===== config.mk =====
export PLATFORM = sky130hd
export DESIGN_NAME = reset_chain
export DESIGN_NICKNAME = d
export VERILOG_FILES = /design/src/logic/reset_chain_pkg.sv /design/src/logic/reset_chain.sv /design/src/logic/step_status.sv /design/src/logic/reset_sequencer.sv /design/src/logic/step_timer.sv /design/src/logic/done_sync.sv
export SDC_FILE = /design/constraint.sdc
export NUM_CORES = 1
export LEC_CHECK = 0
export ABC_AREA = 0
export ABC_CLOCK_PERIOD_IN_PS = 7100
export BUFFER_PORTS_ARGS = -buffer_cell sky130_fd_sc_hd__buf_2
export CORE_UTILIZATION = 45
export CTS_CLUSTER_DIAMETER = 80
export CTS_CLUSTER_SIZE = 16
export DETAILED_ROUTE_END_ITERATION = 8
export GPL_TIMING_DRIVEN = 1
export PLACE_DENSITY = 0.65
export SLEW_MARGIN = 0
export SYNTH_ARGS = -nofsm -noshare
export SYNTH_HDL_FRONTEND = slang
export SYNTH_SLANG_ARGS = --single-unit

===== constraint.sdc =====
create_clock -name hw -period 7.1 [get_ports hw]
set_input_delay 1.42 -clock hw [delete_from_list [all_inputs] [get_ports hw]]
set_output_delay 1.42 -clock hw [all_outputs]
set_load 0.01 [all_outputs]

===== src/logic/reset_chain_pkg.sv =====
package reset_chain_pkg;

	// chain geometry
	localparam int NSTEP = 6; // subsystems brought up in order
	localparam int READY_LEN = 20; // hold-off before each reset
	localparam int RESET_LEN = 20; // reset pulse width
	localparam int DONE_TIMEOUT = 200; // max wait for a done criterion
	localparam int SYNC_STAGES = 2; // flops on the done inputs

	// widths with a meaning
	typedef logic [NSTEP-1:0] step_vec_t; // one bit per step
	typedef logic [2:0] step_idx_t; // step number
	typedef logic [15:0] cycle_cnt_t; // timer count

	// timer reload values
	// the timer flags at zero, so a phase of n cycles loads n-1
	localparam cycle_cnt_t HOLD_LOAD = cycle_cnt_t'(READY_LEN - 1);
	localparam cycle_cnt_t RESET_LOAD = cycle_cnt_t'(RESET_LEN - 1);
	localparam cycle_cnt_t WAIT_LOAD = cycle_cnt_t'(DONE_TIMEOUT - 1);

	// sequencer states
	typedef enum logic [1:0] {
		SEQ_IDLE, // waiting for a request or power-on
		SEQ_HOLD, // hold-off before the step reset
		SEQ_RESET, // step reset high
		SEQ_WAIT_DONE // waiting on the done criterion
	} seq_state_t;

	// end of one step
	typedef struct packed {
		logic valid; // one cycle per step
		step_idx_t idx; // which step finished
		logic ok; // done seen, clear on timeout
	} step_event_t;

	// what the top reports
	typedef struct packed {
		logic busy; // chain running
		step_vec_t done; // steps that answered
		step_vec_t error; // steps that timed out
	} chain_status_t;

endpackage

===== src/logic/reset_chain.sv =====
`timescale 1ns/1ps

// chained reset sequencer top
module reset_chain import reset_chain_pkg::*; (
	input logic hw,
	input logic poweronreset,
	input logic req_valid, // request a new chain
	output logic req_ready,
	input step_vec_t done_criteria, // from the subsystems
	output step_vec_t reset_out, // to the subsystems
	output chain_status_t status
);

	step_vec_t done_synced;
	logic timer_load;
	cycle_cnt_t timer_value;
	logic timer_expired;
	logic chain_start;
	logic busy;
	step_event_t step_evt;
	step_vec_t done_vec;
	step_vec_t error_vec;

	done_sync done_sync0 (
		.hw(hw),
		.poweronreset(poweronreset),
		.done_criteria(done_criteria),
		.done_synced(done_synced)
	);

	step_timer step_timer0 (
		.hw(hw),
		.poweronreset(poweronreset),
		.load(timer_load),
		.load_value(timer_value),
		.expired(timer_expired)
	);

	reset_sequencer reset_sequencer0 (
		.hw(hw),
		.poweronreset(poweronreset),
		.req_valid(req_valid),
		.req_ready(req_ready),
		.done_synced(done_synced),
		.expired(timer_expired),
		.load(timer_load),
		.load_value(timer_value),
		.reset_out(reset_out),
		.chain_start(chain_start),
		.busy(busy),
		.step_evt(step_evt)
	);

	step_status step_status0 (
		.hw(hw),
		.poweronreset(poweronreset),
		.chain_start(chain_start),
		.step_evt(step_evt),
		.done(done_vec),
		.error(error_vec)
	);

	// status word
	assign status.busy = busy;
	assign status.done = done_vec;
	assign status.error = error_vec;

endmodule


===== src/logic/step_status.sv =====
`timescale 1ns/1ps

// done and error record of the last chain
module step_status import reset_chain_pkg::*; (
	input logic hw,
	input logic poweronreset,
	input logic chain_start, // wipe both vectors
	input step_event_t step_evt,
	output step_vec_t done,
	output step_vec_t error
);

	step_vec_t done_q;
	step_vec_t error_q;
	step_vec_t evt_bit; // one-hot of the reporting step

	assign evt_bit = step_vec_t'(1) << step_evt.idx;

	always_ff @(posedge hw) begin
		if (poweronreset) begin
			done_q <= '0;
			error_q <= '0;
		end else if (chain_start) begin
			done_q <= '0; // new chain, old result gone
			error_q <= '0;
		end else if (step_evt.valid) begin
			// exactly one of the two per step
			if (step_evt.ok) begin
				done_q <= done_q | evt_bit;
			end else begin
				error_q <= error_q | evt_bit;
			end
		end
	end

	// held until the next chain_start
	assign done = done_q;
	assign error = error_q;

endmodule


===== src/logic/reset_sequencer.sv =====
`timescale 1ns/1ps

// walks the steps one after another
// per step: hold-off, reset pulse, wait for done or timeout
module reset_sequencer import reset_chain_pkg::*; (
	input logic hw,
	input logic poweronreset,
	input logic req_valid, // hardware reset request
	output logic req_ready, // only in idle
	input step_vec_t done_synced,
	input logic expired, // from step_timer
	output logic load,
	output cycle_cnt_t load_value,
	output step_vec_t reset_out, // one-hot or zero
	output logic chain_start, // one cycle, clears status
	output logic busy,
	output step_event_t step_evt // end of a step
);

	seq_state_t state_q;
	seq_state_t state_d;
	step_idx_t step_idx; // current step
	logic boot_pending; // power-on counts as a request
	logic done_hit; // criterion of the current step
	logic last_step;

	assign done_hit = done_synced[step_idx];
	assign last_step = (step_idx == step_idx_t'(NSTEP - 1));

	// handshake
	// boot_pending holds ready low through reset and the first chain start
	assign req_ready = (state_q == SEQ_IDLE) && !boot_pending;
	assign chain_start = (state_q == SEQ_IDLE) && (boot_pending || req_valid);
	assign busy = (state_q != SEQ_IDLE);

	// next state, timer loads and step events
	always_comb begin
		state_d = state_q;
		load = 1'b0;
		load_value = '0;
		step_evt = '0;
		case (state_q)
			SEQ_IDLE: begin
				if (chain_start) begin
					state_d = SEQ_HOLD;
					load = 1'b1;
					load_value = HOLD_LOAD;
				end
			end
			SEQ_HOLD: begin
				if (expired) begin // hold-off over
					state_d = SEQ_RESET;
					load = 1'b1;
					load_value = RESET_LOAD;
				end
			end
			SEQ_RESET: begin
				if (expired) begin // pulse done, start timeout
					state_d = SEQ_WAIT_DONE;
					load = 1'b1;
					load_value = WAIT_LOAD;
				end
			end
			SEQ_WAIT_DONE: begin
				// done wins over a timeout in the same cycle
				if (done_hit || expired) begin
					step_evt.valid = 1'b1;
					step_evt.idx = step_idx;
					step_evt.ok = done_hit;
					if (last_step) begin
						state_d = SEQ_IDLE; // chain finished
					end else begin
						state_d = SEQ_HOLD; // on to the next step
						load = 1'b1;
						load_value = HOLD_LOAD;
					end
				end
			end
			default: begin
				state_d = SEQ_IDLE;
			end
		endcase
	end

	always_ff @(posedge hw) begin
		if (poweronreset) begin
			state_q <= SEQ_IDLE;
			step_idx <= '0;
			boot_pending <= 1'b1; // chain starts once reset is released
		end else begin
			state_q <= state_d;
			if (chain_start) begin
				step_idx <= '0;
				boot_pending <= 1'b0;
			end else if (step_evt.valid && !last_step) begin
				step_idx <= step_idx + 1'b1;
			end
		end
	end

	// reset lines straight from flops
	// step_idx does not change on the way into SEQ_RESET
	// so the registered line lines up with state_q
	always_ff @(posedge hw) begin
		if (poweronreset) begin
			reset_out <= '0;
		end else if (state_d == SEQ_RESET) begin
			reset_out <= step_vec_t'(1) << step_idx;
		end else begin
			reset_out <= '0;
		end
	end

endmodule


===== src/logic/step_timer.sv =====
`timescale 1ns/1ps

// one shared timer for hold-off, reset pulse and done timeout
// only one phase runs at a time, so a single counter covers all three
module step_timer import reset_chain_pkg::*; (
	input logic hw,
	input logic poweronreset,
	input logic load, // phase entry
	input cycle_cnt_t load_value, // phase length minus one
	output logic expired // count at zero
);

	cycle_cnt_t count_q;

	always_ff @(posedge hw) begin
		if (poweronreset) begin
			count_q <= '0;
		end else if (load) begin
			count_q <= load_value; // restart for the new phase
		end else if (count_q != '0) begin
			count_q <= count_q - 1'b1; // stops at zero
		end
	end

	// high in the last cycle of a phase
	// a phase loaded with n-1 therefore lasts n cycles
	assign expired = (count_q == '0);

endmodule


===== src/logic/done_sync.sv =====
`timescale 1ns/1ps

// done criteria come from blocks outside the hw domain
module done_sync import reset_chain_pkg::*; (
	input logic hw,
	input logic poweronreset,
	input step_vec_t done_criteria, // raw, asynchronous
	output step_vec_t done_synced // SYNC_STAGES cycles later
);

	step_vec_t stage_q [SYNC_STAGES]; // stage 0 samples the pins

	always_ff @(posedge hw) begin
		if (poweronreset) begin
			for (int s = 0; s < SYNC_STAGES; s++) begin
				stage_q[s] <= '0;
			end
		end else begin
			stage_q[0] <= done_criteria; // first flop, may go metastable
			for (int s = 1; s < SYNC_STAGES; s++) begin
				stage_q[s] <= stage_q[s-1];
			end
		end
	end

	assign done_synced = stage_q[SYNC_STAGES-1]; // last stage only

endmodule


==> run summary, run 1 <==
- completed — result of the run
- 40.0% — logic gate share of total power
- 48 — number of distinct library cells after synthesis
- 0.315 GHz — achievable frequency
- 1 — Min-Delay Path Depth
- 9.03 um^2 — Syn Area/Cell
- 0 — final hold vios
- 306 — Final #Nets
- 43.8% — proportion of synthesized chip area in sequential cells
- 0 ns — sum of negative setup slack
- flop to flop — type of the most critical hold path
- 5110 um^2 — Placeable Area
- 3.18 ns — Period minus WS final
- 0% — asr flop ratio synth
- 16.6% — proportion of layout cells with a drive suffix above 1
- 52.2% — Core Util, Final
- 0 — # setup viols final
- 0 — CTS Hold Bufs
- 46.5% — starting utilization of the core area
- 7.30 ns — required time at the worst-slack endpoint
- 11 — maximum net fanout on the critical path
- 52 — number of storage elements in the synthesis netlist
- 350 nW/um^2 — power density over the cells
- 26 — # rows
- 0.00830 ns — clock tree skew after final layout
- 12.3% — Syn-to-layout area delta
- 281 — post-synth net total
- 5 — clock buffer count from CTS
- 1220 um^2 — area of combinational cells with multiple inputs
- flop — endpoint class of the critical path
- 28 — Buffers on Ports
- 7690 um — first-pass GRT wire length
- 4 — number of detailed-routing iterations run before antenna repair
- 29 — number of top-level pins
- 5.21 — average vias per placed instance
- 0 — warning count from the yosys run
- 0 — number of setup buffers added after CTS
- 5570 um^2 — die footprint
- 0.31 ns — clock network latency to the later pin of the worst-skew pair
- 263 — number of instances in the synthesized netlist
- 0.85 ns — max incr delay on CP
- flop to flop — startpoint-to-endpoint class of the critical path
- 38.1% — Reg power frac
- 3.38 ns — arrival time reported for the critical path endpoint
- 0.165 mV — maximum vdd ir drop
- 2370 um^2 — cell area after technology mapping
- 74.6 um — die width
- 0 — Slew Limit Fails
- 1040 um^2 — register area
- 0 — number of antenna violations at the first check in global routing
- clkbuf_8 — Clock Root Buffer
- 501 — Fill cells
- 0.949 ns — slew of the pin with the lowest slew margin
- yes — CTS tree
- a222oi_1 — Critical-path top delay cell
- 12.7 um — per-cell routed wire length
- 0.09 ns — CTS clk-pin slew, worst paths
- mux2_2 -> a222oi_1 -> a21oi_1 -> a211o_4 -> a2111oi_1 — cell-by-cell listing of the critical path
- 2 — buffer levels on the longest clock path
- 0.000351 W — P_sw
- 36.7% — Slew Limit Headroom
- 0 — Post-DRT Antenna Nets
- 3340 um — DPL Wire Length
- 44.7% — final worst path period share
- 37.5% — switching portion of total power
- 0 — total grt overflow
- 0.805 — Final Wtd Congestion
- 0 — Max Cap Violations
- 5 — Worst R2R Path Depth
- 1699 — via count of the first global-routing pass
- false — RSZ-0062 raised after global routing
- 2 — deepest level of the CTS H-tree
- dfxtp_1 — leading cell type in the layout, fill and taps excluded
- 1.11 nW — leak pwr
- 52 — number of sinks handled by clock tree synthesis
- 4570 um — Total Wirelength
- 17.9% — overall routing resource usage
- 0 — count of flip-flops with a built-in enable after synthesis
- 21.9% — clock network power share
- 1872 — total vias in the final route
- 0 — remaining routing DRC violations
- 152 — detailed router's first-iteration violation count
- 0 — number of diodes added for antenna fixing
- 0.000584 W — internal power
- 74.6 um — die height
- dfxtp_1 — leading register cell type out of synthesis
- 0 — Resized Gates After CTS
- flop — CP startpoint kind
- 26 — pin count of the biggest net entering global routing
- dfxtp_1 (52), nor2_1 (29), buf_2 (28), nor2b_1 (16), inv_1 (15) — commonest cells after routing, fill and taps aside
metrics by stage:
stage / instances / setup WS, ns / instance area, um^2 / power (W) / hold WS, ns
finish: 359 / 3.92 / 2670 / 0.000934 / 0.443
global route: 359 / 3.66 / 2670 / 0.000998 / 0.457
CTS: 359 / 3.92 / 2670 / 0.000938 / 0.443
detailed placement: 351 / 3.95 / 2560 / 0.000733 / 0.420
global placement: 351 / 4.03 / 2560 / 0.000731 / 0.421
floorplan: 263 / 4.26 / 2370 / 0.000666 / 0.414
cell families (layout without fill, tap and decap cells):
family                   after synthesis  in the layout  share of synthesized area (%)
AND/OR/NAND/NOR                      106            106                           23.8
AO/OA/AOI/OAI                         53             53                           15.9
flip-flops                            52             52                           43.8
buffers and inverters                 26             52                           4.64
adder cells (fa/ha/maj)                9              9                           4.74
XOR/XNOR                               9              9                           3.32
multiplexers                           8              8                           3.74
cells in the mapped netlist, drive strengths merged (2+ instances only):
cell	instances	area (um^2)
ha	9	113
nand4	2	12.5
buf	3	23.8
a21oi	10	50.1
xnor2	4	35.0
mux2i	4	40.0
and2	6	37.5
nand2b	2	12.5
a211oi	8	60.1
a2111oi	4	45.0
o21ai	9	45.0
xor2	5	43.8
o211ai	2	15.0
mux2	4	48.8
or3	2	12.5
a31oi	5	31.3
nor4	2	12.5
a21o	3	22.5
and3	3	18.8
nor2b	16	100
clkbuf	8	30.0
nor2	29	109
inv	15	56.3
nand4b	2	17.5
or2	3	18.8
dfxtp	52	1040
o21a	3	22.5
nand3	5	25.0
nor3	13	65.1
nand2	12	45.0
o31ai	2	15.0
or4	5	41.3
path summary, 6_finish.rpt:
check                                       end  slack (ns)                          from
setup / recovery  reset_sequencer0.reset_out[3]        3.92  reset_sequencer0.step_idx[0]
hold reg to reg       done_sync0.stage_q[0][11]        0.44      done_sync0.stage_q[0][5]
setup reg to reg  reset_sequencer0.reset_out[3]        3.92  reset_sequencer0.step_idx[0]
hold / removal        done_sync0.stage_q[0][11]        0.44      done_sync0.stage_q[0][5]
worst max-delay path, delay by kind of cell, from the launching register on:
kind,cells,cell delay (ns)
AO/OA/AOI/OAI,4,2.05
multiplexers,1,0.40
flip-flops,1,0.61
power by group through the flow:
stage / clock network, W / logic, W / registers (W)
global route: 0.000221 / 0.000416 / 0.000361
CTS: 0.000209 / 0.000373 / 0.000356
detailed placement: 0 / 0.000370 / 0.000363
finish: 0.000204 / 0.000374 / 0.000356
global placement: 0 / 0.000368 / 0.000362
floorplan: 0 / 0.000311 / 0.000355
area by class of cell:
type	instances	area share [%]
inverter	15	2.11
sequential	52	39.0
clock inverter	2	1.45
multi-input combinational	185	45.9
timing repair buffer	29	5.53
tap	70	3.28
clock buffer	6	2.72
layer usage:
| layer | share of wire, % | up-vias | global-route usage [%] |
|---|---|---|---|
| met5 | 0 | - | 0 |
| met4 | 1.1 | 0 | 6.29 |
| met3 | 2.9 | 6 | 4.15 |
| met2 | 44 | 26 | 26.5 |
| met1 | 52 | 868 | 25.5 |
| li1 | - | 972 | - |
registers in the layout (all words and copies together) (netlist names):
name and count:
step_status0.done 6, reset_sequencer0.step_idx 3, reset_sequencer0.state_q 2, done_sync0.stage_q 12, reset_sequencer0.boot_pending 1, reset_sequencer0.reset_out 6
step_timer0.count_q 16, step_status0.error 6
Note: power is estimated with default switching activity, not from simulation.
==> run 2: changes to the inputs <==
- ABC_CLOCK_PERIOD_IN_PS: 7100 -> 3300
- clock period: 7.1 -> 3.3 ns (I/O delays scaled with it)
==> run summary, run 2 (same netlist as run 1, synthesis figures left out) <==
- 56.7% — Slew Limit Headroom, +20 points
- 0 ns — sum of negative setup slack, unchanged
- 5570 um^2 — die footprint, unchanged
- 4 — number of detailed-routing iterations run before antenna repair, unchanged
- reset_sequencer0.reset_out[1] — capture point of the worst path
- 16 — number of flip-flops in the largest register, unchanged
- 3.50 ns — required time at the worst-slack endpoint, -3.80 ns
- flop — endpoint class of the critical path
- dfxtp_1 (52), nor2_1 (29), buf_2 (28), nor2b_1 (16), inv_1 (15) — commonest cells after routing, fill and taps aside
- 0 — total grt overflow, unchanged
- flop to flop — type of the most critical hold path
- step_timer0.count_q[0] — worst reg2reg path startpoint
- 8090 um — first-pass GRT wire length, +5.3%
- done_sync0.stage_q[0][0] — hold_sp
- 26 — # rows, unchanged
- step_timer0.count_q[0] — timing startpoint of the critical path
- 46.5% — starting utilization of the core area, unchanged
- 0 — number of setup buffers added after CTS, unchanged
- 0 — number of antenna violations at the first check in global routing, unchanged
- 0.646 ns — slew of the pin with the lowest slew margin, -0.303 ns
- 0 — Post-DRT Antenna Nets, unchanged
- 1905 — total vias in the final route, +1.8%
- yes — CTS tree
- flop — CP startpoint kind
- 90.9% — final worst path period share, +46 points
- 0 — CTS Hold Bufs, unchanged
- 28 — Buffers on Ports, unchanged
- 0.334 GHz — achievable frequency, +5.9%
- 0 — final hold vios, unchanged
- dfxtp_1 — leading cell type in the layout, fill and taps excluded
- 5110 um^2 — Placeable Area, unchanged
- 0 — remaining routing DRC violations, unchanged
- 7 — Worst R2R Path Depth, +2
- 1.14 nW — leak pwr, +3.0%
- 2 — deepest level of the CTS H-tree, unchanged
- false — RSZ-0062 raised after global routing
- 0 — number of diodes added for antenna fixing, unchanged
- 779 nW/um^2 — power density over the cells, +120%
- 5.25 — average vias per placed instance, +0.64%
- 13.4 um — per-cell routed wire length, +5.0%
- 74.6 um — die height, unchanged
- 0.867 — Final Wtd Congestion, +7.8%
- 14.7% — Syn-to-layout area delta
- 0.30 ns — reg-to-reg setup timing slack, -3.62 ns
- 18.1% — proportion of layout cells with a drive suffix above 1, +1.5 points
- 0 — Resized Gates After CTS, unchanged
- flop to flop — startpoint-to-endpoint class of the critical path
- 0.0105 ns — clock tree skew after final layout, +0.00221 ns
- step_timer0.count_q — register with the most flip-flops
- 0 — Slew Limit Fails, unchanged
- 0 — Max Cap Violations, unchanged
- 3.00 ns — Period minus WS final, -0.178 ns
- 2 — buffer levels on the longest clock path, unchanged
- 3.19 ns — arrival time reported for the critical path endpoint, -0.19 ns
- 1733 — via count of the first global-routing pass, +2.0%
- 1 — Min-Delay Path Depth, unchanged
- 52 — number of sinks handled by clock tree synthesis, unchanged
- 5 — clock buffer count from CTS, unchanged
- 0 — # setup viols final, unchanged
- 0.375 mV — maximum vdd ir drop, +130%
- 29 — number of top-level pins, unchanged
- 4850 um — Total Wirelength, +6.1%
- 74.6 um — die width, unchanged
- 148 — detailed router's first-iteration violation count, -2.6%
- step_timer0.count_q: 16 flops, done_sync0.stage_q: 12 flops — leading registers by flop count
- 3460 um — DPL Wire Length, +3.6%
- 0.442 ns — Worst Hold Margin, -0.00134 ns
- clkbuf_8 — Clock Root Buffer
- 8 — maximum net fanout on the critical path, -3
- 0.31 ns — clock network latency to the later pin of the worst-skew pair, about the same
- 18.9% — overall routing resource usage, +0.96 points
- reset_sequencer0.reset_out[1] — Reg-to-Reg End
- 310 — Final #Nets, +1.3%
- completed — result of the run
- 26 — pin count of the biggest net entering global routing, unchanged
- 0.10 ns — CTS clk-pin slew, worst paths, about the same
## run 2: cell count changes in the layout (fill, tap and decap cells not counted)
cell | before | now
bufinv_16 | 1 | 2
buf_4 | 1 | 5
clkbuf_1 | 1 | 0
## run 2: metrics by stage
stage                     worst slack, ns  total power, W  area, um^2  std cells  util [%]
final                               0.302         0.00212        2720        363      53.3
after detailed placement            0.336         0.00159        2590        355      50.6
after global placement              0.427         0.00158        2590        355      50.6
after CTS                           0.307         0.00213        2720        363      53.3
after floorplan                     0.464         0.00143        2370        263         -
after global routing                0.161         0.00227        2720        363      53.3
## run 2: metal layers
layer	vias to the layer above	global-route usage (%)	wire length, um
li1	981	-	-
met1	883	26.9	2500
met2	35	28.9	2140
met3	6	4.02	160
met4	0	5.03	42
met5	-	0	0
## run 2: worst min path at each step
stage,end,slack (ns)
finish,done_sync0.stage_q[0][6],0.44
floorplan,done_sync0.stage_q[0][10],0.41
global placement,done_sync0.stage_q[0][10],0.42
global route,done_sync0.stage_q[0][9],0.46
CTS,done_sync0.stage_q[0][6],0.44
detailed placement,done_sync0.stage_q[0][6],0.42
## run 2: power by group
part / switching (W) / internal [W] / total [W]
clock network: 0.000217 / 0.000305 / 0.000522
logic: 0.000496 / 0.000336 / 0.000832
registers: 0.0000658 / 0.000701 / 0.000767
total: 0.000779 / 0.00134 / 0.00212
## run 2: final cells by class
cell class,instances,area [um^2]
fill,491,2380
multi-input combinational,185,1220
sequential,52,1040
timing repair buffer,33,178
tap,70,87.6
clock buffer,5,68.8
clock inverter,3,68.8
inverter,15,56.3
## run 2: worst max-delay path, stage by stage (launching register included)
cell,delay (ns)
dfxtp_1,0.32
inv_1,0.09
ha_1,0.21
or4b_1,0.54
or4_4,0.62
mux2_4,0.33
a211o_4,0.37
a2111oi_1,0.40
==> run 3: changes to the inputs <==
- CORE_UTILIZATION: 45 -> 57
- PLACE_DENSITY: 0.65 -> 0.79
==> run summary, run 3 (same netlist as run 1, synthesis figures left out) <==
- 0 — Post-DRT Antenna Nets, unchanged
- dfxtp_1 (52), nor2_1 (29), buf_2 (28), nor2b_1 (16), inv_1 (15) — commonest cells after routing, fill and taps aside
- 5 — clock buffer count from CTS, unchanged
- clkbuf_8 — Clock Root Buffer
- 1676 — via count of the first global-routing pass, -3.3%
- 13.5 um — per-cell routed wire length, +1.4%
- 23.5% — overall routing resource usage, +4.7 points
- dfxtp_1 — leading cell type in the layout, fill and taps excluded
- 2550 um^2 — Placed Instance Area, -1.3%
- 0 — total grt overflow, unchanged
- 0 — Resized Gates After CTS, unchanged
- 0.334 GHz — achievable frequency, +0.16%
- 4 — number of detailed-routing iterations run before antenna repair, unchanged
- 4630 um — Total Wirelength, -4.5%
- flop — CP startpoint kind
- 66.6% — Core Util, Final, +13 points
- 0 — final hold vios, unchanged
- 320 — Fill cells, -35%
- 4430 um^2 — die footprint, -21%
- 3360 um — DPL Wire Length, -2.8%
- 12.2% — Syn-to-layout area delta
- 0 — number of setup buffers added after CTS, unchanged
- 0 ns — sum of negative setup slack, unchanged
- 59.4% — starting utilization of the core area, +13 points
- 17.5% — proportion of layout cells with a drive suffix above 1, -0.62 points
- 0 — CTS Hold Bufs, unchanged
- 66.5 um — die height, -11%
- 0 — Slew Limit Fails, unchanged
- 3.19 ns — arrival time reported for the critical path endpoint, about the same
- 26 — pin count of the biggest net entering global routing, unchanged
- 1.13 nW — leak pwr, -1.6%
- step_timer0.count_q — register with the most flip-flops
- 0.09 ns — CTS clk-pin slew, worst paths, about the same
- 8 — maximum net fanout on the critical path, unchanged
- 23 — # rows, -12%
- completed — result of the run
- 90.7% — final worst path period share, -0.15 points
- 16 — number of flip-flops in the largest register, unchanged
- 342 — final cell count without fillers, -5.8%
- 1040 um^2 — register area, unchanged
- 7690 um — first-pass GRT wire length, -4.9%
- 118 — detailed router's first-iteration violation count, -20%
- 28 — Buffers on Ports, unchanged
- 0 — number of diodes added for antenna fixing, unchanged
- 0.882 — Final Wtd Congestion, +1.6%
- yes — CTS tree
- 309 — Final #Nets, -0.32%
- 0.463 mV — maximum vdd ir drop, +23%
- 52.5% — Slew Limit Headroom, -4.3 points
- 0.709 ns — slew of the pin with the lowest slew margin, +0.0636 ns
- 66.5 um — die width, -11%
- 0 — remaining routing DRC violations, unchanged
- 3.50 ns — required time at the worst-slack endpoint, about the same
- 0.00602 ns — clock tree skew after final layout, -0.00450 ns
- 2.99 ns — Period minus WS final, -0.00491 ns
- 0 — Max Cap Violations, unchanged
- 0.319 ns — post-placement worst setup slack, -0.0168 ns
- 0 — number of antenna violations at the first check in global routing, unchanged
- 52 — number of sinks handled by clock tree synthesis, unchanged
- 759 nW/um^2 — power density over the cells, -2.5%
- flop to flop — type of the most critical hold path
- 5.68 — average vias per placed instance, +8.3%
- flop to flop — startpoint-to-endpoint class of the critical path
- 1943 — total vias in the final route, +2.0%
- 2 — deepest level of the CTS H-tree, unchanged
- flop — endpoint class of the critical path
- 1220 um^2 — area of combinational cells with multiple inputs, unchanged
- 0.307 ns — setup slack after layout, +0.00491 ns
- 4000 um^2 — Placeable Area, -22%
- 0.31 ns — clock network latency to the later pin of the worst-skew pair, about the same
- 334 — placed insts, -5.9%
- 2670 um^2 — post-route design area, -2.2%
- 2 — buffer levels on the longest clock path, unchanged
- 29 — number of top-level pins, unchanged
- 0 — # setup viols final, unchanged
- false — RSZ-0062 raised after global routing
- step_timer0.count_q: 16 flops, done_sync0.stage_q: 12 flops — leading registers by flop count
==> run 3: cell count changes in the layout (fill, tap and decap cells not counted), sizes merged <==
| cell | change |
|---|---|
| buf | -1 |
| bufinv | -1 |
| clkbuf | +1 |
==> run 3: final cells by class <==
cell class	instances	area share (%)
multi-input cells	185	45.9
clock inverters	2	1.46
flip-flops and latches	52	39.1
repair buffers	32	6.38
clock buffers	6	2.72
well taps	50	2.35
inverters	15	2.11
==> run 3: routing by layer <==
| layer | vias to the layer above | global-route usage, % | share of wire [%] |
|---|---|---|---|
| met5 | - | 0 | 0 |
| met4 | 0 | 8.51 | 1.0 |
| met3 | 4 | 6.51 | 4.6 |
| met2 | 54 | 38.1 | 47 |
| met1 | 903 | 29.6 | 48 |
| li1 | 982 | - | - |
==> run 3: metrics by stage <==
| stage | hold slack, ns | total power [W] |
|---|---|---|
| 3_3_place_gp | 0.420 | 0.00157 |
| 4_1_cts | 0.448 | 0.00203 |
| 3_5_place_dp | 0.426 | 0.00159 |
| 2_1_floorplan | 0.414 | 0.00143 |
| 5_1_grt | 0.458 | 0.00216 |
| 6_report | 0.448 | 0.00202 |
==> run 3: path summary, 6_finish.rpt <==
path                            startpoint                             to  slack [ns]  depth (start not counted)
setup / recovery    step_timer0.count_q[0]  reset_sequencer0.reset_out[1]        0.31                          7
setup reg to reg    step_timer0.count_q[0]  reset_sequencer0.reset_out[1]        0.31                          7
hold reg to reg   done_sync0.stage_q[0][4]      done_sync0.stage_q[0][10]        0.45                          1
hold / removal    done_sync0.stage_q[0][4]      done_sync0.stage_q[0][10]        0.45                          1
==> run 3: where the power goes <==
| part | switching (W) | internal [W] |
|---|---|---|
| Combinational | 0.000485 | 0.000337 |
| Clock | 0.000207 | 0.000229 |
| Sequential | 0.0000644 | 0.000701 |
==> run 3: critical path, stage by stage, from the launching register on <==
cell and delay [ns]:
dfxtp_1 0.32, inv_1 0.08, ha_1 0.20, or4b_1 0.55
or4_4 0.63, mux2_4 0.33, a211o_4 0.37, a2111oi_1 0.40
